$ cat src/include/cl_ctl_status_cfg.svh
// -------------------------------------------------------------------------
// Sized for four scrubbers and three local DDR stat channels
// -------------------------------------------------------------------------
`ifndef CL_CTL_STATUS_CFG_SVH
`define CL_CTL_STATUS_CFG_SVH

// Scrubber and stat channel counts
`define CFG_NUM_SCRB         4
`define CFG_NUM_DDR_STAT     3
`define CFG_DDR_STAT_STAGES  8

// Stat channel field widths
`define CFG_STAT_ADDR_W      8
`define CFG_STAT_DATA_W      32
`define CFG_STAT_INT_W       8

// Scrubber progress
`define CFG_SCRB_STATE_W     3
`define CFG_SCRB_ADDR_W      64

// ID words shown when debug readout is off
`define CFG_CL_SH_ID0        32'hF001_1D0F
`define CFG_CL_SH_ID1        32'h1D51_FEDD

`define CFG_STATUS_SIGNATURE 20'hA1111
`define CFG_STATUS_MARKER    4'hF

`endif

$ cat src/source/cl_ctl_status_pkg.sv
// -------------------------------------------------------------------------
// Both status layouts must stay exactly 32 bits wide
// -------------------------------------------------------------------------
`default_nettype none

`include "cl_ctl_status_cfg.svh"

package cl_ctl_status_pkg;

   // Normal layout, signature in the upper bits
   typedef struct packed {
      logic [19:0]                     signature;
      logic [3:0]                      marker;
      logic [`CFG_NUM_SCRB-1:0]        scrb_done;
      logic [`CFG_NUM_DDR_STAT:0]      ddr_ready;
   } status_normal_t;

   // Debug layout
   // One nibble per scrubber, pad bit above the state, index 3 on top
   typedef struct packed {
      logic [`CFG_NUM_SCRB-1:0][`CFG_SCRB_STATE_W:0] scrb_fld;
      logic [3:0]                                    rsvd;
      logic [3:0]                                    marker;
      logic [`CFG_NUM_SCRB-1:0]                      scrb_done;
      logic [`CFG_NUM_DDR_STAT:0]                    ddr_ready;
   } status_debug_t;

   // Status word, decoded by the debug enable
   typedef union packed {
      status_normal_t nrm;
      status_debug_t  dbg;
   } status_word_u;

endpackage

`default_nettype wire

$ cat src/source/ctl_if.sv
// -------------------------------------------------------------------------
// Plain levels only, no handshake
// -------------------------------------------------------------------------
`default_nettype none

`include "cl_ctl_status_cfg.svh"

interface ctl_if;

   // Decoded control word
   logic [`CFG_NUM_SCRB-1:0]   scrb_en;
   logic                       dbg_en;
   logic [2:0]                 dbg_mem_sel;

   // {local 2, external, local 1..0}
   logic [`CFG_NUM_DDR_STAT:0] ddr_ready;

   modport capture (output scrb_en, dbg_en, dbg_mem_sel, ddr_ready);
   modport report  (input  scrb_en, dbg_en, dbg_mem_sel, ddr_ready);

endinterface

`default_nettype wire

$ cat src/source/ctl_capture.sv
// -------------------------------------------------------------------------
// A held FLR request gives a done pulse every other cycle
// -------------------------------------------------------------------------
`default_nettype none

`include "cl_ctl_status_cfg.svh"

module ctl_capture
(
   input  wire logic                         clk,
   input  wire logic                         sync_rst_n,

   input  wire logic                         flr_assert,
   output logic                              flr_done,

   input  wire logic [31:0]                  ctl_word,
   input  wire logic                         ext_ddr_ready,
   input  wire logic [`CFG_NUM_DDR_STAT-1:0] lcl_ddr_ready,

   ctl_if.capture                            ctl
);

   // Control word fields
   localparam int DBG_EN_BIT = 31;
   localparam int DBG_SEL_HI = 30;
   localparam int DBG_SEL_LO = 28;

   logic [`CFG_NUM_SCRB-1:0] scrb_en_q;
   logic                     dbg_en_q;
   logic [2:0]               dbg_mem_sel_q;
   logic                     ext_ready_q;
   logic                     flr_assert_q;

   always_ff @(posedge clk or negedge sync_rst_n)
   begin
      if (!sync_rst_n)
      begin
         scrb_en_q     <= '0;
         dbg_en_q      <= 1'b0;
         dbg_mem_sel_q <= '0;
         ext_ready_q   <= 1'b0;
         flr_assert_q  <= 1'b0;
         flr_done      <= 1'b0;
      end
      else
      begin
         scrb_en_q     <= ctl_word[`CFG_NUM_SCRB-1:0];
         dbg_en_q      <= ctl_word[DBG_EN_BIT];
         dbg_mem_sel_q <= ctl_word[DBG_SEL_HI:DBG_SEL_LO];
         ext_ready_q   <= ext_ddr_ready;
         flr_assert_q  <= flr_assert;
         // Drop for a cycle after each pulse
         flr_done      <= flr_assert_q && !flr_done;
      end
   end

   assign ctl.scrb_en     = scrb_en_q;
   assign ctl.dbg_en      = dbg_en_q;
   assign ctl.dbg_mem_sel = dbg_mem_sel_q;

   // External channel sits between local channels 1 and 2
   assign ctl.ddr_ready = {lcl_ddr_ready[2], ext_ready_q, lcl_ddr_ready[1:0]};

endmodule

`default_nettype wire

$ cat src/source/ddr_stat_relay.sv
// -------------------------------------------------------------------------
// Fixed latency of STAGES cycles each way, no back-pressure
// -------------------------------------------------------------------------
`default_nettype none

`include "cl_ctl_status_cfg.svh"

module ddr_stat_relay
#(
   parameter int STAGES = `CFG_DDR_STAT_STAGES
)
(
   input  wire logic                        clk,
   input  wire logic                        sync_rst_n,

   // Host toward controller
   input  wire logic                        stat_wr_in,
   input  wire logic                        stat_rd_in,
   input  wire logic [`CFG_STAT_ADDR_W-1:0] stat_addr_in,
   input  wire logic [`CFG_STAT_DATA_W-1:0] stat_wdata_in,
   output logic                             stat_wr_out,
   output logic                             stat_rd_out,
   output logic [`CFG_STAT_ADDR_W-1:0]      stat_addr_out,
   output logic [`CFG_STAT_DATA_W-1:0]      stat_wdata_out,

   // Controller back to host
   input  wire logic                        ack_in,
   input  wire logic [`CFG_STAT_INT_W-1:0]  int_in,
   input  wire logic [`CFG_STAT_DATA_W-1:0] rdata_in,
   output logic                             ack_out,
   output logic [`CFG_STAT_INT_W-1:0]       int_out,
   output logic [`CFG_STAT_DATA_W-1:0]      rdata_out
);

   localparam int REQ_W = `CFG_STAT_ADDR_W + `CFG_STAT_DATA_W;
   localparam int ACK_W = `CFG_STAT_INT_W + `CFG_STAT_DATA_W;

   // Stage 0 takes the inputs, the last stage drives the outputs
   logic [STAGES-1:0][1:0]       req_strb;
   logic [STAGES-1:0][REQ_W-1:0] req_data;
   logic [STAGES-1:0]            ack_strb;
   logic [STAGES-1:0][ACK_W-1:0] ack_data;

   // Strobes
   always_ff @(posedge clk or negedge sync_rst_n)
   begin
      if (!sync_rst_n)
      begin
         req_strb <= '0;
         ack_strb <= '0;
      end
      else
      begin
         req_strb[0] <= {stat_wr_in, stat_rd_in};
         ack_strb[0] <= ack_in;
         for (int i = 1; i < STAGES; i++)
         begin
            req_strb[i] <= req_strb[i-1];
            ack_strb[i] <= ack_strb[i-1];
         end
      end
   end

   // Address, data and interrupt payload
   always_ff @(posedge clk)
   begin
      req_data[0] <= {stat_addr_in, stat_wdata_in};
      ack_data[0] <= {int_in, rdata_in};
      for (int i = 1; i < STAGES; i++)
      begin
         req_data[i] <= req_data[i-1];
         ack_data[i] <= ack_data[i-1];
      end
   end

   assign {stat_wr_out, stat_rd_out}      = req_strb[STAGES-1];
   assign {stat_addr_out, stat_wdata_out} = req_data[STAGES-1];
   assign ack_out                         = ack_strb[STAGES-1];
   assign {int_out, rdata_out}            = ack_data[STAGES-1];

endmodule

`default_nettype wire

$ cat src/source/status_report.sv
// -------------------------------------------------------------------------
// Memory selects past the last scrubber read scrubber 0
// -------------------------------------------------------------------------
`default_nettype none

`include "cl_ctl_status_cfg.svh"

module status_report
   import cl_ctl_status_pkg::*;
(
   input  wire logic                                             clk,
   input  wire logic                                             sync_rst_n,

   ctl_if.report                                                 ctl,

   input  wire logic [`CFG_NUM_SCRB-1:0][`CFG_SCRB_STATE_W-1:0]  scrb_state,
   input  wire logic [`CFG_NUM_SCRB-1:0]                         scrb_done,
   input  wire logic [`CFG_NUM_SCRB-1:0][`CFG_SCRB_ADDR_W-1:0]   scrb_addr,

   output logic [31:0]                                           status0,
   output logic [31:0]                                           id0,
   output logic [31:0]                                           id1
);

   localparam int SEL_W = $clog2(`CFG_NUM_SCRB);

   status_word_u                status_nxt;
   logic [SEL_W-1:0]            sel_idx;
   logic [`CFG_SCRB_ADDR_W-1:0] sel_addr;

   // -----------------------------------------------------------------------
   // Status word
   // -----------------------------------------------------------------------
   always_comb
   begin
      status_nxt = '0;
      if (ctl.dbg_en)
      begin
         for (int i = 0; i < `CFG_NUM_SCRB; i++)
         begin
            status_nxt.dbg.scrb_fld[i] = {1'b0, scrb_state[i]};
         end
         status_nxt.dbg.marker    = `CFG_STATUS_MARKER;
         status_nxt.dbg.scrb_done = scrb_done;
         status_nxt.dbg.ddr_ready = ctl.ddr_ready;
      end
      else
      begin
         status_nxt.nrm.signature = `CFG_STATUS_SIGNATURE;
         status_nxt.nrm.marker    = `CFG_STATUS_MARKER;
         status_nxt.nrm.scrb_done = scrb_done;
         status_nxt.nrm.ddr_ready = ctl.ddr_ready;
      end
   end

   // -----------------------------------------------------------------------
   // Debug address readout
   // -----------------------------------------------------------------------
   always_comb
   begin
      if (ctl.dbg_mem_sel < `CFG_NUM_SCRB)
         sel_idx = ctl.dbg_mem_sel[SEL_W-1:0];
      else
         sel_idx = '0;
   end

   assign sel_addr = scrb_addr[sel_idx];

   always_ff @(posedge clk or negedge sync_rst_n)
   begin
      if (!sync_rst_n)
      begin
         status0 <= '0;
         id0     <= `CFG_CL_SH_ID0;
         id1     <= `CFG_CL_SH_ID1;
      end
      else
      begin
         status0 <= status_nxt;
         if (ctl.dbg_en)
         begin
            // Low half in id0, high half in id1
            id0 <= sel_addr[31:0];
            id1 <= sel_addr[`CFG_SCRB_ADDR_W-1:32];
         end
         else
         begin
            id0 <= `CFG_CL_SH_ID0;
            id1 <= `CFG_CL_SH_ID1;
         end
      end
   end

endmodule

`default_nettype wire

$ cat src/source/cl_ctl_status_top.sv
// -------------------------------------------------------------------------
// sync_rst_n must already be synchronized to clk
// -------------------------------------------------------------------------
`default_nettype none

`include "cl_ctl_status_cfg.svh"

module cl_ctl_status_top
(
   input  wire logic                                                 clk,
   input  wire logic                                                 sync_rst_n,

   // FLR
   input  wire logic                                                 flr_assert,
   output logic                                                      flr_done,

   // Host control and readiness
   input  wire logic [31:0]                                          ctl_word,
   input  wire logic                                                 ext_ddr_ready,
   input  wire logic [`CFG_NUM_DDR_STAT-1:0]                         lcl_ddr_ready,
   output logic [`CFG_NUM_SCRB-1:0]                                  scrb_en,

   // Scrubber progress
   input  wire logic [`CFG_NUM_SCRB-1:0][`CFG_SCRB_STATE_W-1:0]      scrb_state,
   input  wire logic [`CFG_NUM_SCRB-1:0]                             scrb_done,
   input  wire logic [`CFG_NUM_SCRB-1:0][`CFG_SCRB_ADDR_W-1:0]       scrb_addr,

   // Status readout
   output logic [31:0]                                               status0,
   output logic [31:0]                                               id0,
   output logic [31:0]                                               id1,

   // Stat requests from host
   input  wire logic [`CFG_NUM_DDR_STAT-1:0]                         stat_wr,
   input  wire logic [`CFG_NUM_DDR_STAT-1:0]                         stat_rd,
   input  wire logic [`CFG_NUM_DDR_STAT-1:0][`CFG_STAT_ADDR_W-1:0]   stat_addr,
   input  wire logic [`CFG_NUM_DDR_STAT-1:0][`CFG_STAT_DATA_W-1:0]   stat_wdata,
   output logic [`CFG_NUM_DDR_STAT-1:0]                              stat_ack,
   output logic [`CFG_NUM_DDR_STAT-1:0][`CFG_STAT_INT_W-1:0]         stat_int,
   output logic [`CFG_NUM_DDR_STAT-1:0][`CFG_STAT_DATA_W-1:0]        stat_rdata,

   // Stat requests toward the DDR controller
   output logic [`CFG_NUM_DDR_STAT-1:0]                              ddr_stat_wr,
   output logic [`CFG_NUM_DDR_STAT-1:0]                              ddr_stat_rd,
   output logic [`CFG_NUM_DDR_STAT-1:0][`CFG_STAT_ADDR_W-1:0]        ddr_stat_addr,
   output logic [`CFG_NUM_DDR_STAT-1:0][`CFG_STAT_DATA_W-1:0]        ddr_stat_wdata,
   input  wire logic [`CFG_NUM_DDR_STAT-1:0]                         ddr_stat_ack,
   input  wire logic [`CFG_NUM_DDR_STAT-1:0][`CFG_STAT_INT_W-1:0]    ddr_stat_int,
   input  wire logic [`CFG_NUM_DDR_STAT-1:0][`CFG_STAT_DATA_W-1:0]   ddr_stat_rdata
);

   ctl_if ctl_bus ();

   assign scrb_en = ctl_bus.scrb_en;

   ctl_capture i_ctl_capture (
      .clk           (clk),
      .sync_rst_n    (sync_rst_n),
      .flr_assert    (flr_assert),
      .flr_done      (flr_done),
      .ctl_word      (ctl_word),
      .ext_ddr_ready (ext_ddr_ready),
      .lcl_ddr_ready (lcl_ddr_ready),
      .ctl           (ctl_bus.capture)
   );

   // One relay per DDR stat channel
   for (genvar i = 0; i < `CFG_NUM_DDR_STAT; i++)
   begin : g_stat
      ddr_stat_relay #(.STAGES(`CFG_DDR_STAT_STAGES)) i_relay (
         .clk            (clk),
         .sync_rst_n     (sync_rst_n),
         .stat_wr_in     (stat_wr[i]),
         .stat_rd_in     (stat_rd[i]),
         .stat_addr_in   (stat_addr[i]),
         .stat_wdata_in  (stat_wdata[i]),
         .stat_wr_out    (ddr_stat_wr[i]),
         .stat_rd_out    (ddr_stat_rd[i]),
         .stat_addr_out  (ddr_stat_addr[i]),
         .stat_wdata_out (ddr_stat_wdata[i]),
         .ack_in         (ddr_stat_ack[i]),
         .int_in         (ddr_stat_int[i]),
         .rdata_in       (ddr_stat_rdata[i]),
         .ack_out        (stat_ack[i]),
         .int_out        (stat_int[i]),
         .rdata_out      (stat_rdata[i])
      );
   end

   status_report i_status_report (
      .clk        (clk),
      .sync_rst_n (sync_rst_n),
      .ctl        (ctl_bus.report),
      .scrb_state (scrb_state),
      .scrb_done  (scrb_done),
      .scrb_addr  (scrb_addr),
      .status0    (status0),
      .id0        (id0),
      .id1        (id1)
   );

endmodule

`default_nettype wire

$ cat config.mk
export PLATFORM = sky130hd
export DESIGN_NAME = cl_ctl_status_top
export DESIGN_NICKNAME = d
export VERILOG_FILES = /design/src/source/cl_ctl_status_pkg.sv /design/src/source/ctl_if.sv /design/src/source/ctl_capture.sv /design/src/source/ddr_stat_relay.sv /design/src/source/status_report.sv /design/src/source/cl_ctl_status_top.sv
export VERILOG_INCLUDE_DIRS = /design/src /design/src/include
export SDC_FILE = /design/constraint.sdc
export NUM_CORES = 1
export LEC_CHECK = 0
export ABC_CLOCK_PERIOD_IN_PS = 1550
export BUFFER_PORTS_ARGS = -buffer_cell sky130_fd_sc_hd__buf_2
export CORE_AREA = 2 2 352 354
export CTS_CLUSTER_SIZE = 16
export DETAILED_ROUTE_END_ITERATION = 6
export DIE_AREA = 0 0 354 356
export PLACE_DENSITY = 0.58
export SLEW_MARGIN = 10
export SYNTH_ARGS = -nofsm -noshare
export SYNTH_HDL_FRONTEND = slang
export SYNTH_SLANG_ARGS = --single-unit
$ cat constraint.sdc
create_clock -name clk -period 1.55 [get_ports clk]
set_input_delay 0.155 -clock clk [delete_from_list [all_inputs] [get_ports clk]]
set_output_delay 0.155 -clock clk [all_outputs]
set_load 0.05 [all_outputs]
Word-level counts from Yosys, hierarchy flattened:

Index checks and enable logic that the tools add are counted.

* bits in registers: 2099
* input port bits: 560
* output and inout port bits: 350
* word-level logic and storage cells: 95

* order comparisons: 2
* multiplexer cells: 7
* reductions and logical operators: 2

Operators with widths (number)
* binary-select mux 64 bit (select 2 bit): 1
* 2-to-1 mux 32 bit: 2
* 2-to-1 mux 64 bit: 1
* 2-to-1 mux 16 bit: 1
* less-than comparator 2 x 3 -> 1 bit (second input constant): 1
* less-than comparator 3 bit (second input constant): 1
* 2-to-1 mux 2 bit: 1
* logical AND 1 bit: 1
* logical NOT 1 bit: 1
* 2-to-1 mux 1 bit: 1

Longest topological paths before layout:

Gate-level depths: netlist (run 1).

* depth after elaboration: 5
* mapped depth: 6
* mapped depth without buffers: 3

Cells and area by module:

Synthesis (run 1) repeated with hierarchy kept, for this count alone.

* cell total of the unflattened synthesis: 2621
* area, all modules: 46832.4 um2

Modules (own cells, without submodules)
* ddr_stat_relay: instances 3, cells an instance 744, area an instance 14013.4 um2
* status_report: instances 1, cells an instance 373, area an instance 4473.0 um2
* ctl_capture: instances 1, cells an instance 16, area an instance 319.1 um2

Worst setup path before layout (run 1):

Ideal clock, no wire load.

* kind: register to register
* start: register i_ctl_capture.dbg_mem_sel_q[2] (netlist: i_ctl_capture.ctl.dbg_mem_sel[2])
* end: register i_status_report.id0[13]
* setup time: 104 ps
* arrival time: 1151 ps
* required time: 1446 ps
* setup slack: 296 ps
* stages on the path, launching flop included: 6
* buffers on the path: 2
* clock period less this slack: 1254 ps
* cell sequence: dfrtp_1 -> nand2b_1 -> buf_6 -> buf_12 -> mux2i_1 -> a221oi_1

* cells in the longest elaborated chain, start to end: 5

RTL lines
* from (decl): RTL line ctl_capture.sv:30 `logic [2:0] dbg_mem_sel_q;`
* from (signal assigned): RTL line ctl_capture.sv:49 `dbg_mem_sel_q <= ctl_word[DBG_SEL_HI:DBG_SEL_LO];`
* less-than comparator 3 bit (no source line)
* 2-to-1 mux 2 bit: RTL line status_report.sv:61 `` if (ctl.dbg_mem_sel < `CFG_NUM_SCRB) ``
* binary-select mux 64 bit (select 2 bit): RTL line status_report.sv:67 `assign sel_addr = scrb_addr[sel_idx];`
* 2-to-1 mux 64 bit (not written as such): RTL line status_report.sv:67
* 2-to-1 mux 32 bit: RTL line status_report.sv:80 `if (ctl.dbg_en)`
* to (signal assigned): RTL line status_report.sv:74 `` id0 <= `CFG_CL_SH_ID0; ``
* to (signal assigned): RTL line status_report.sv:83 `id0 <= sel_addr[31:0];`
* to (signal assigned): RTL line status_report.sv:88 `` id0 <= `CFG_CL_SH_ID0; ``
* to (decl): RTL line status_report.sv:21 `output logic [31:0] id0,`

Every way passes these cells. The select of a mux whose other input is x is not followed.

Worst setup path after layout (run 1):

* start: register i_status_report.id1[26]
* end: output id1[26]

RTL lines
* from (decl): RTL line status_report.sv:22 `output logic [31:0] id1`
* from (signal assigned): RTL line status_report.sv:75 `` id1 <= `CFG_CL_SH_ID1; ``
* from (signal assigned): RTL line status_report.sv:84 `` id1 <= sel_addr[`CFG_SCRB_ADDR_W-1:32]; ``
* from (signal assigned): RTL line status_report.sv:89 `` id1 <= `CFG_CL_SH_ID1; ``
* to (decl): RTL line cl_ctl_status_top.sv:31 `output logic [31:0] id1,`

No word-level cell between the ends.

==> impl_metrics.csv, run 1 <==
group,metric,value,unit
timing,rsz0062_at_grt,"yes",
timing,timing.final.max_slew_violations,0,
routing,drt_drc_violations_left,0,
clock_tree,insertion_delay,800,ps
synth,ys_seq_elements,2089,
finish,layout-area-overhead-vs-synth,44.5,%
worst_setup_path,end_kind,"output pin",
routing,dr.pass1.iters,7,
clock_tree,cts-buffers-inserted,188,
routing,average_vias_per_placed_instance,3.95,
finish,layout_common_cells,"dfxtp_1 (1,877), dlygate4sd3_1 (754), buf_2 (534), clkbuf_16 (193), buf_6 (175)",
grt,first_global_vias,24600,
routing,drt-initial-drc-count,1258,
worst_setup_path,critical_path.cell_chain,"buf_8",
timing,hold_viol_final,0,
grt,largest_net_degree_at_the_start_of_global_routing,40,
clock_tree,clkSinkCount,2089,
routing,drt-wirelength-per-cell,19.1,um
worst_setup_path,critPathArrivalTime,1580,ps
worst_setup_path,cp_max_fo,1,
power,p_int,87.3,mW
power,seq_power_share,51.7,%
placed_design,place.detailed.hpwl,77700,um
grt,grt_overflow,0,
finish,mostFrequentLayoutCell,"dfxtp_1",
clock_tree,path_clk_slew,60,ps
power,power_leakage,29.9,nW
synth,syn_inst,2626,
synth,synth.avg_cell_area,17.9,sq um
timing,final_min_period_over_clock_period,112,%
finish,final_core_utilization,55.3,%
die,initial_utilization,38.2,%
timing,clock.fmax,575,MHz
clock_tree,h-tree-depth,4,
synth,synthesis_warnings,0,
routing,antenna_violating_nets_post_route,0,
timing,setup_slack,-189,ps
die,die_area,126000,sq um
finish,finish.net_count,4751,
timing,fin_skew,47.6,ps
power,comb_power_share,5.9,%
synth,ys_seq_area_share,91.0,%
power,power.share.switching,21.7,%
worst_setup_path,reg2reg_slack,10,ps
worst_setup_path,worst-endpoint-required,1390,ps
power,clockPowerShare,42.4,%
worst_setup_path,crit_buf_inv,1,
clock_tree,cts_tree,"yes",
synth,synth.lib_cells_used.distinct,22,
die,die_y,356,um
timing,final_period_minus_worst_setup_slack,1740,ps
worst_setup_path,critical-path-top-delay-family,"flip-flops",
worst_setup_path,critical_path.slowest_cell,"dfstp_2",
synth,synthesis.area,46900,sq um
grt,grt_antenna_before_repair,43,
power,power.density_cell_area,1640,nW/um^2
grt,grt_first_pass_wirelength,161000,um
clock_tree,clockBufferDepth,3,
routing,routed_wl,115000,um
placed_design,place.gp.congestion,0.912,
die,design.portCount,910,
outcome,outcome,"finished with violations",
timing,finalSetupViolCount,46,
clock_tree,ctsRootBufferMaster,"clkbuf_16",
finish,final_layout_size_suffix_gt1_share,30.3,%
flow_run,max_cap_viol_count,0,
power,irDropWorstVdd,1.25,mV
power,netSwitchingPower,24.2,mW
worst_setup_path,critical-path-max-stage-delay,610,ps
worst_setup_path,worst_setup_path_start_kind,"flop",
die,fp.coreArea,123000,sq um
grt,grt_usage,17.8,%
worst_setup_path,criticalPathCategory,"reg -> out",
timing,fin_tns_setup,-3160,ps
die,std_cell_rows,129,
outcome,failed_checks,"negative setup slack",
worst_hold_path,min_path_type,"in -> reg",
placed_design,io_buffer_count,879,
routing,detailroute.via_count,23700,
die,x_dimension_of_the_die,354,um
-- final timing paths --
| path | start | endpoint | depth (start not counted) |
|---|---|---|---|
| worst min register to register | g_stat[0].i_relay.req_data[97] | g_stat[0].i_relay.req_data[137] | 0 |
| worst max register to register | i_ctl_capture.ctl.dbg_mem_sel[0] | i_status_report.id0[17] | 4 |
| min in group asynchronous | sync_rst_n | i_status_report.status0[11] | 4 |
| max in group asynchronous | sync_rst_n | i_status_report.id0[30] | 4 |
| worst max-delay path | i_status_report.id1[26] | id1[26] | 1 |
| worst min-delay path | stat_addr[17] | g_stat[2].i_relay.req_data[33] | 2 |
-- sequential cells by signal, summed over array words and instances (netlist names) --
name / cells
g_stat.i_relay.int_out: 24
g_stat.i_relay.rdata_out: 96
i_ctl_capture.flr_assert_q: 1
i_status_report.id0: 32
g_stat.i_relay.stat_wr_out: 3
g_stat.i_relay.req_data: 840
g_stat.i_relay.ack_strb: 24
g_stat.i_relay.stat_wdata_out: 96
g_stat.i_relay.req_strb: 42
g_stat.i_relay.stat_rd_out: 3
i_ctl_capture.flr_done: 1
i_status_report.id1: 32
i_ctl_capture.ctl.scrb_en: 4
i_ctl_capture.ctl.dbg_mem_sel: 3
i_ctl_capture.ctl.dbg_en: 1
i_status_report.status0: 22
g_stat.i_relay.ack_data: 840
g_stat.i_relay.stat_addr_out: 24
i_ctl_capture.ext_ready_q: 1
-- routing by layer --
metal	wire (um)	GRT usage, %	vias to the layer above
li1	-	-	11300
met1	40100	17.7	11200
met2	60000	32.2	968
met3	8330	6.17	322
met4	6570	10.3	26
met5	169	0	-
-- kinds of logic (layout without fill, tap and decap cells) --
family          after synthesis  count (layout)  share of synthesized area, %
buf+inv                     295            2016                          4.68
simple gates                 47              48                         0.643
compound gates               95              95                          1.54
flops                      2089            2089                          91.0
mux                          98              98                          2.09
other cells                   2              29                        0.0160
-- synthesized netlist by cell type --
| library cell | number | area share (%) |
|---|---|---|
| buf_2 | 13 | 0.14 |
| conb_1 | 2 | 0.016 |
| mux2_1 | 1 | 0.024 |
| and2_1 | 9 | 0.12 |
| buf_12 | 3 | 0.13 |
| nand2b_1 | 35 | 0.47 |
| a22oi_1 | 23 | 0.37 |
| dfrtp_1 | 136 | 7.3 |
| inv_1 | 1 | 0.0080 |
| mux2i_1 | 97 | 2.1 |
| nor2_2 | 1 | 0.013 |
| buf_6 | 5 | 0.12 |
| nand2b_4 | 1 | 0.029 |
| dfstp_2 | 33 | 1.8 |
| clkbuf_1 | 10 | 0.080 |
| dfxtp_1 | 1920 | 82 |
| a221oi_1 | 30 | 0.56 |
| a21oi_1 | 31 | 0.33 |
| nor2b_1 | 1 | 0.013 |
| buf_4 | 263 | 4.2 |
| a22oi_2 | 10 | 0.27 |
| o21ai_0 | 1 | 0.011 |
-- power by group through the flow --
stage | registers (mW) | logic, mW | clock network (mW)
CTS | 57.6 | 6.49 | 48.3
detailed placement | 58.6 | 4.26 | 0
floorplan | 58.9 | 2.30 | 0
finish | 57.6 | 6.59 | 47.3
global route | 57.8 | 6.83 | 50.8
global placement | 58.5 | 4.25 | 0
-- stage by stage --
stage	setup slack (ps)	area [sq um]	total power [mW]	hold WS (ps)	std cells
5_1_grt	-231	67800	115	16.7	6006
3_5_place_dp	38.2	51600	62.9	120	4875
6_report	-189	67800	111	77.2	6012
4_1_cts	-254	67600	112	1.00	5982
2_1_floorplan	296	46900	61.2	-141	2631
3_3_place_gp	83.5	51600	62.8	116	4875
-- what timing repair did --
| action | in CTS | in global routing |
|---|---|---|
| endpoints found under the setup margin | 344 | 124 |
| buffers inserted | 0 | 6 |
| cloned | 0 | 2 |
| hold buffers | 755 | 0 |
| pin swaps | 0 | 0 |
| hold endpoints to repair | 511 | 0 |
| resized for setup | 647 | 25 |
-- area by class of cell --
class	instances	area (sq um)
flip-flops and latches	2089	42800
clock inverters	80	1030
fillers	9407	54900
diodes	22	55.1
clock buffers	272	5520
well taps	1637	2050
inverters	1	3.75
multi-input cells	248	2060
repair buffers	1663	14300
Note: power is estimated with default switching activity, not from simulation.
==> run 2: changes to the inputs <==
--- a/config.mk
+++ b/config.mk
@@ -6,13 +6,13 @@
 export SDC_FILE = /design/constraint.sdc
 export NUM_CORES = 1
 export LEC_CHECK = 0
-export ABC_CLOCK_PERIOD_IN_PS = 1550
+export ABC_CLOCK_PERIOD_IN_PS = 2200
 export BUFFER_PORTS_ARGS = -buffer_cell sky130_fd_sc_hd__buf_2
-export CORE_AREA = 2 2 352 354
+export CORE_AREA = 2 2 349 351
 export CTS_CLUSTER_SIZE = 16
 export DETAILED_ROUTE_END_ITERATION = 6
-export DIE_AREA = 0 0 354 356
-export PLACE_DENSITY = 0.58
+export DIE_AREA = 0 0 351 353
+export PLACE_DENSITY = 0.59
 export SLEW_MARGIN = 10
 export SYNTH_ARGS = -nofsm -noshare
 export SYNTH_HDL_FRONTEND = slang
==> constraint.sdc (replaced) <==
create_clock -name clk -period 2.2 [get_ports clk]
set_input_delay 0.22 -clock clk [delete_from_list [all_inputs] [get_ports clk]]
set_output_delay 0.22 -clock clk [all_outputs]
set_load 0.05 [all_outputs]
==> impl_metrics.csv, run 2 (synthesis results as in run 1) <==
group,metric,value,unit
worst_setup_path,critical_path_depth,5,
timing,relSlewSlack,38.8,%
worst_setup_path,worst_setup_path_start_kind,"flop",
routing,detailroute.via_count,22900,
timing,hold_viol_final,0,
timing,final_period_minus_worst_setup_slack,2060,ps
power,power_leakage,28.6,nW
routing,met3RoutedLength,8980,um
grt,first_global_vias,23800,
clock_tree,clockBufferDepth,3,
routing,drt_drc_violations_left,0,
worst_setup_path,end_kind,"flop",
routing,routed_wl,109000,um
finish,finish.net_count,4618,
die,std_cell_rows,128,
worst_setup_path,timing.critical_path.mode_cell,"buf_6",
placed_design,io_buffer_count,879,
grt,grt_antenna_before_repair,68,
die,fp.coreArea,121000,sq um
routing,drt-initial-drc-count,1170,
clock_tree,path_clk_slew,60,ps
worst_setup_path,critPathArrivalTime,2720,ps
finish,layout_common_cells,"dfxtp_1 (1,920), buf_2 (878), dlygate4sd3_1 (623), clkbuf_16 (196), dfrtp_1 (135)",
timing,finalSetupViolCount,0,
flow_run,max_cap_viol_count,0,
worst_setup_path,critical_path.slowest_cell,"dlygate4sd3_1",
power,comb_power_share,5.1,%
grt,grt_first_pass_wirelength,152000,um
grt,largest_net_degree_at_the_start_of_global_routing,55,
routing,average_vias_per_placed_instance,3.91,
worst_setup_path,r2r.worst_path.cells,5,
die,x_dimension_of_the_die,351,um
finish,seq_area,42700,sq um
finish,largest_registers,"g_stat.i_relay.ack_data: 840 flops, g_stat.i_relay.req_data: 840 flops",
clock_tree,cts_tree,"yes",
power,netSwitchingPower,16.5,mW
worst_setup_path,crit_buf_inv,3,
finish,layout-area-overhead-vs-synth,36.7,%
finish,multiInputGateArea,2040,sq um
routing,drt-wirelength-per-cell,18.6,um
die,die_area,124000,sq um
timing,final_min_period_over_clock_period,93.8,%
routing,total_routed_wire_length_on_the_met1_layer,37600,um
timing,worst_slew_pin_slew,919,ps
finish,fillerInstances,9569,
routing,detailroute.wirelength.met2,56500,um
worst_hold_path,timing.hold.worst_path_depth,2,
power,p_int,60.4,mW
placed_design,place.detailed.hpwl,73800,um
grt,grt_overflow,0,
clock_tree,h-tree-depth,4,
power,seq_power_share,52.6,%
power,power.share.switching,21.5,%
worst_setup_path,critical-path-max-stage-delay,580,ps
finish,post_layout_nonfiller_instances,5858,
clock_tree,insertion_delay,780,ps
outcome,outcome,"complete, no violations",
timing,rsz0062_at_grt,"no",
power,power.density_cell_area,1200,nW/um^2
worst_setup_path,critical_path.cell_chain,"buf_6, buf_6, mux2i_1, dlygate4sd3_1, a22oi_1",
worst_setup_path,critical-path-top-delay-family,"buffers and inverters",
worst_hold_path,min_path_type,"in -> reg",
power,irDropWorstVdd,0.976,mV
worst_setup_path,cp_max_fo,18,
timing,clock.fmax,485,MHz
timing,fin_tns_setup,0,ps
die,die_y,353,um
finish,final_core_utilization,53.2,%
die,design.portCount,910,
timing,fin_skew,22.1,ps
routing,antenna_violating_nets_post_route,0,
finish,mostFrequentLayoutCell,"dfxtp_1",
grt,grt_usage,17.3,%
clock_tree,cts-buffers-inserted,187,
worst_setup_path,criticalPathCategory,"reg -> reg",
routing,dr.pass1.iters,5,
finish,final_layout_size_suffix_gt1_share,29.8,%
timing,timing.final.max_slew_violations,0,
power,clockPowerShare,42.3,%
die,initial_utilization,38.9,%
placed_design,place.gp.congestion,0.896,
placed_design,place.detailed.instances,4862,
worst_setup_path,worst-endpoint-required,2860,ps
routing,routed.top_layer,"met5",
clock_tree,clkSinkCount,2089,
clock_tree,ctsRootBufferMaster,"clkbuf_16",
-- run 2: power groups by stage --
stage / Sequential [mW] / Combinational (mW) / Clock (mW)
after detailed placement: 41.3 / 2.89 / 0
after floorplan: 41.5 / 1.62 / 0
after global placement: 41.2 / 2.88 / 0
final: 40.5 / 3.95 / 32.6
after CTS: 40.5 / 3.89 / 33.4
after global routing: 40.6 / 4.11 / 35.0
-- run 2: area by class of cell --
cell class,count,share of cell area (%)
Antenna cell,28,0.109
Multi-Input combinational cell,247,3.19
Timing Repair Buffer,1532,17.0
Sequential cell,2089,66.6
Clock buffer,277,8.73
Clock inverter,59,1.18
Tap cell,1625,3.17
Inverter,1,0.00585
-- run 2: layer usage --
layer / GRT usage, % / vias to the layer above
met5: 0 / -
met4: 10.6 / 16
met3: 6.33 / 323
met2: 31.0 / 917
met1: 16.7 / 10700
li1: - / 11000
-- run 2: worst reg2reg max path: stages, from the launching register on --
cell           delay (ps)
dfrtp_4               540
buf_6                 240
buf_6                 250
mux2i_1               240
dlygate4sd3_1         580
a22oi_1                90
-- run 2: repair_timing --
| action | in CTS | in global routing |
|---|---|---|
| buffers inserted | 0 | 8 |
| hold endpoints to repair | 502 | 0 |
| hold buffers | 624 | 0 |
| endpoints found under the setup margin | 0 | 28 |
| resized for setup | 0 | 4 |
-- run 2: worst paths after layout --
kind                                                   from                              to  slack, ps
setup reg to reg           i_ctl_capture.ctl.dbg_mem_sel[0]         i_status_report.id1[15]        140
max in group asynchronous                        sync_rst_n         i_status_report.id0[28]       1650
hold reg to reg              g_stat[2].i_relay.req_data[59]  g_stat[2].i_relay.req_data[99]        310
hold / removal                               stat_wdata[87]  g_stat[2].i_relay.req_data[23]         80
setup / recovery           i_ctl_capture.ctl.dbg_mem_sel[0]         i_status_report.id1[15]        140
min in group asynchronous                        sync_rst_n         i_status_report.id1[10]        190
-- run 2: metrics by stage --
stage / hold slack (ps) / power, mW / setup slack (ps) / area, sq um
floorplan: -75.6 / 43.1 / 946 / 46900
global placement: 236 / 44.1 / 475 / 51400
detailed placement: 241 / 44.2 / 415 / 51400
CTS: 0.199 / 77.8 / 41.7 / 64000
global route: 20.9 / 79.8 / 37.9 / 64100
finish: 81.5 / 77.0 / 136 / 64200
==> run 3: changes to the inputs <==
--- a/config.mk
+++ b/config.mk
@@ -8,11 +8,11 @@
 export LEC_CHECK = 0
 export ABC_CLOCK_PERIOD_IN_PS = 2200
 export BUFFER_PORTS_ARGS = -buffer_cell sky130_fd_sc_hd__buf_2
-export CORE_AREA = 2 2 349 351
+export CORE_AREA = 2 2 359 361
 export CTS_CLUSTER_SIZE = 16
 export DETAILED_ROUTE_END_ITERATION = 6
-export DIE_AREA = 0 0 351 353
-export PLACE_DENSITY = 0.59
+export DIE_AREA = 0 0 361 363
+export PLACE_DENSITY = 0.56
 export SLEW_MARGIN = 10
 export SYNTH_ARGS = -nofsm -noshare
 export SYNTH_HDL_FRONTEND = slang
==> impl_metrics.csv, run 3 (synthesis results as in run 1) <==
group,metric,value,unit
finish,final_layout_size_suffix_gt1_share,30.4,%
timing,fin_tns_setup,0,ps
finish,seq_area,42700,sq um
finish,largest_registers,"g_stat.i_relay.ack_data: 840 flops, g_stat.i_relay.req_data: 840 flops",
die,fp.coreArea,127000,sq um
worst_setup_path,crit-reg2reg-capture,"i_status_report.id0[7]",
grt,grt_overflow,0,
timing,final_min_period_over_clock_period,96.6,%
worst_setup_path,worst_setup_path_start_kind,"flop",
worst_setup_path,cp_max_fo,24,
worst_setup_path,worstSetupEndpoint,"i_status_report.id0[7]",
grt,grt_first_pass_wirelength,155000,um
clock_tree,h-tree-depth,4,
routing,detailroute.via_count,22800,
power,power_leakage,28.7,nW
worst_setup_path,critPathArrivalTime,2850,ps
clock_tree,cts_setup_buffers,0,
timing,finalSetupViolCount,0,
clock_tree,cts-buffers-inserted,194,
routing,dr.pass1.iters,5,
clock_tree,ctsRootBufferMaster,"clkbuf_16",
timing,fin_skew,49.3,ps
clock_tree,clkSinkCount,2089,
finish,layout_common_cells,"dfxtp_1 (1,920), buf_2 (878), dlygate4sd3_1 (594), clkbuf_16 (199), dfrtp_1 (135)",
die,x_dimension_of_the_die,361,um
timing,rsz0062_at_grt,"no",
clock_tree,cts_tree,"yes",
worst_setup_path,r2r-start,"i_ctl_capture.ctl.dbg_mem_sel[0]",
timing,final_period_minus_worst_setup_slack,2130,ps
grt,largest_net_degree_at_the_start_of_global_routing,79,
placed_design,place.detailed.hpwl,77600,um
placed_design,io_buffer_count,879,
finish,final_core_utilization,50.7,%
timing,relSlewSlack,19.4,%
timing,worst_slew_pin_slew,1210,ps
placed_design,dpl_worst_slack,424,ps
finish,multiInputGateArea,2040,sq um
placed_design,place.gp.congestion,0.883,
timing,hold_viol_final,0,
routing,antenna_violating_nets_post_route,0,
finish,fillerInstances,10400,
worst_setup_path,reg2reg_slack,70,ps
die,std_cell_rows,131,
power,total_power,78.9,mW
routing,routed_wl,111000,um
grt,grt_usage,16.6,%
grt,first_global_vias,23300,
die,initial_utilization,36.9,%
clock_tree,insertion_delay,800,ps
die,die_area,131000,sq um
worst_setup_path,end_kind,"flop",
worst_hold_path,timing.hold.worst_path_depth,2,
worst_setup_path,criticalPathCategory,"reg -> reg",
worst_setup_path,r2r.worst_path.cells,5,
timing,timing.final.max_slew_violations,0,
worst_setup_path,critPathLaunch,"i_ctl_capture.ctl.dbg_mem_sel[0]",
routing,drt-initial-drc-count,1215,
clock_tree,clockBufferDepth,3,
finish,finish.net_count,4581,
worst_hold_path,min_path_type,"in -> reg",
outcome,outcome,"complete, no violations",
die,die_y,363,um
die,design.portCount,910,
routing,drt-wirelength-per-cell,18.8,um
worst_setup_path,worst-endpoint-required,2930,ps
power,irDropWorstVdd,1.03,mV
grt,grt_antenna_before_repair,83,
power,power.density_cell_area,1230,nW/um^2
finish,mostFrequentLayoutCell,"dfxtp_1",
flow_run,max_cap_viol_count,0,
timing,clock.fmax,470,MHz
timing,setup_slack,74.4,ps
routing,average_vias_per_placed_instance,3.88,
finish,layout-area-overhead-vs-synth,37.2,%
routing,drt_drc_violations_left,0,
clock_tree,path_clk_slew,60,ps
[run 3: changes by cell type in the layout (fill, tap and decap cells not counted), moves of 7 or more]
cell           previous run  this run
clkinv_2                 21        39
clkbuf_1                 42        32
buf_4                    22         8
dlygate4sd3_1           623       594
bufinv_16                10        17
clkbuf_8                 40        48
[run 3: worst min-delay path by stage]
stage	from	end
after floorplan	sync_rst_n	g_stat[0].i_relay.ack_strb[0]
after global placement	sync_rst_n	i_ctl_capture.ctl.scrb_en[1]
after detailed placement	sync_rst_n	i_ctl_capture.ctl.scrb_en[1]
after CTS	ddr_stat_rdata[16]	g_stat[0].i_relay.ack_data[16]
after global routing	stat_addr[10]	g_stat[1].i_relay.req_data[34]
final	ddr_stat_rdata[49]	g_stat[1].i_relay.ack_data[17]
[run 3: area by class of cell]
cell class,instances,area share (%)
clock inverters,85,1.77
repair buffers,1488,16.4
well taps,1662,3.23
clock buffers,278,8.93
multi-input cells,247,3.18
diodes,29,0.113
flip-flops and latches,2089,66.4
inverters,1,0.00583
[run 3: repair_timing]
| item | 4_1_cts | 5_1_grt |
|---|---|---|
| hold endpoints to repair | 497 | 0 |
| resized for setup | 0 | 1 |
| endpoints found under the setup margin | 0 | 15 |
| hold buffers | 595 | 0 |
[run 3: critical path: stages, from the launching register on]
cell and delay, ps:
dfrtp_4 510, nand2b_4 220, buf_12 260, mux2i_1 130, a221oi_1 330, dlygate4sd3_1 590
[run 3: stage by stage]
step                area (sq um)  hold slack [ps]  std cells
finish                     64300             73.0       5879
global route               64300             15.1       5874
detailed placement         51400              274       4892
floorplan                  46900            -75.6       2631
global placement           51400              276       4892
CTS                        64300             2.09       5850
[run 3: routing by layer]
layer  GRT usage [%]  vias up  part of all wire, %
met3            5.28      337                  6.9
met5               0        -                 0.12
li1                -    10900                    -
met1            16.8    10700                   36
met2            29.6      892                   50
met4            10.8       20                  6.5
[run 3: power by group]
group | switching [mW] | internal [mW]
combinational | 2.39 | 1.53
clock | 14.2 | 20.4
sequential | 0.487 | 40.0
total | 17.0 | 61.9
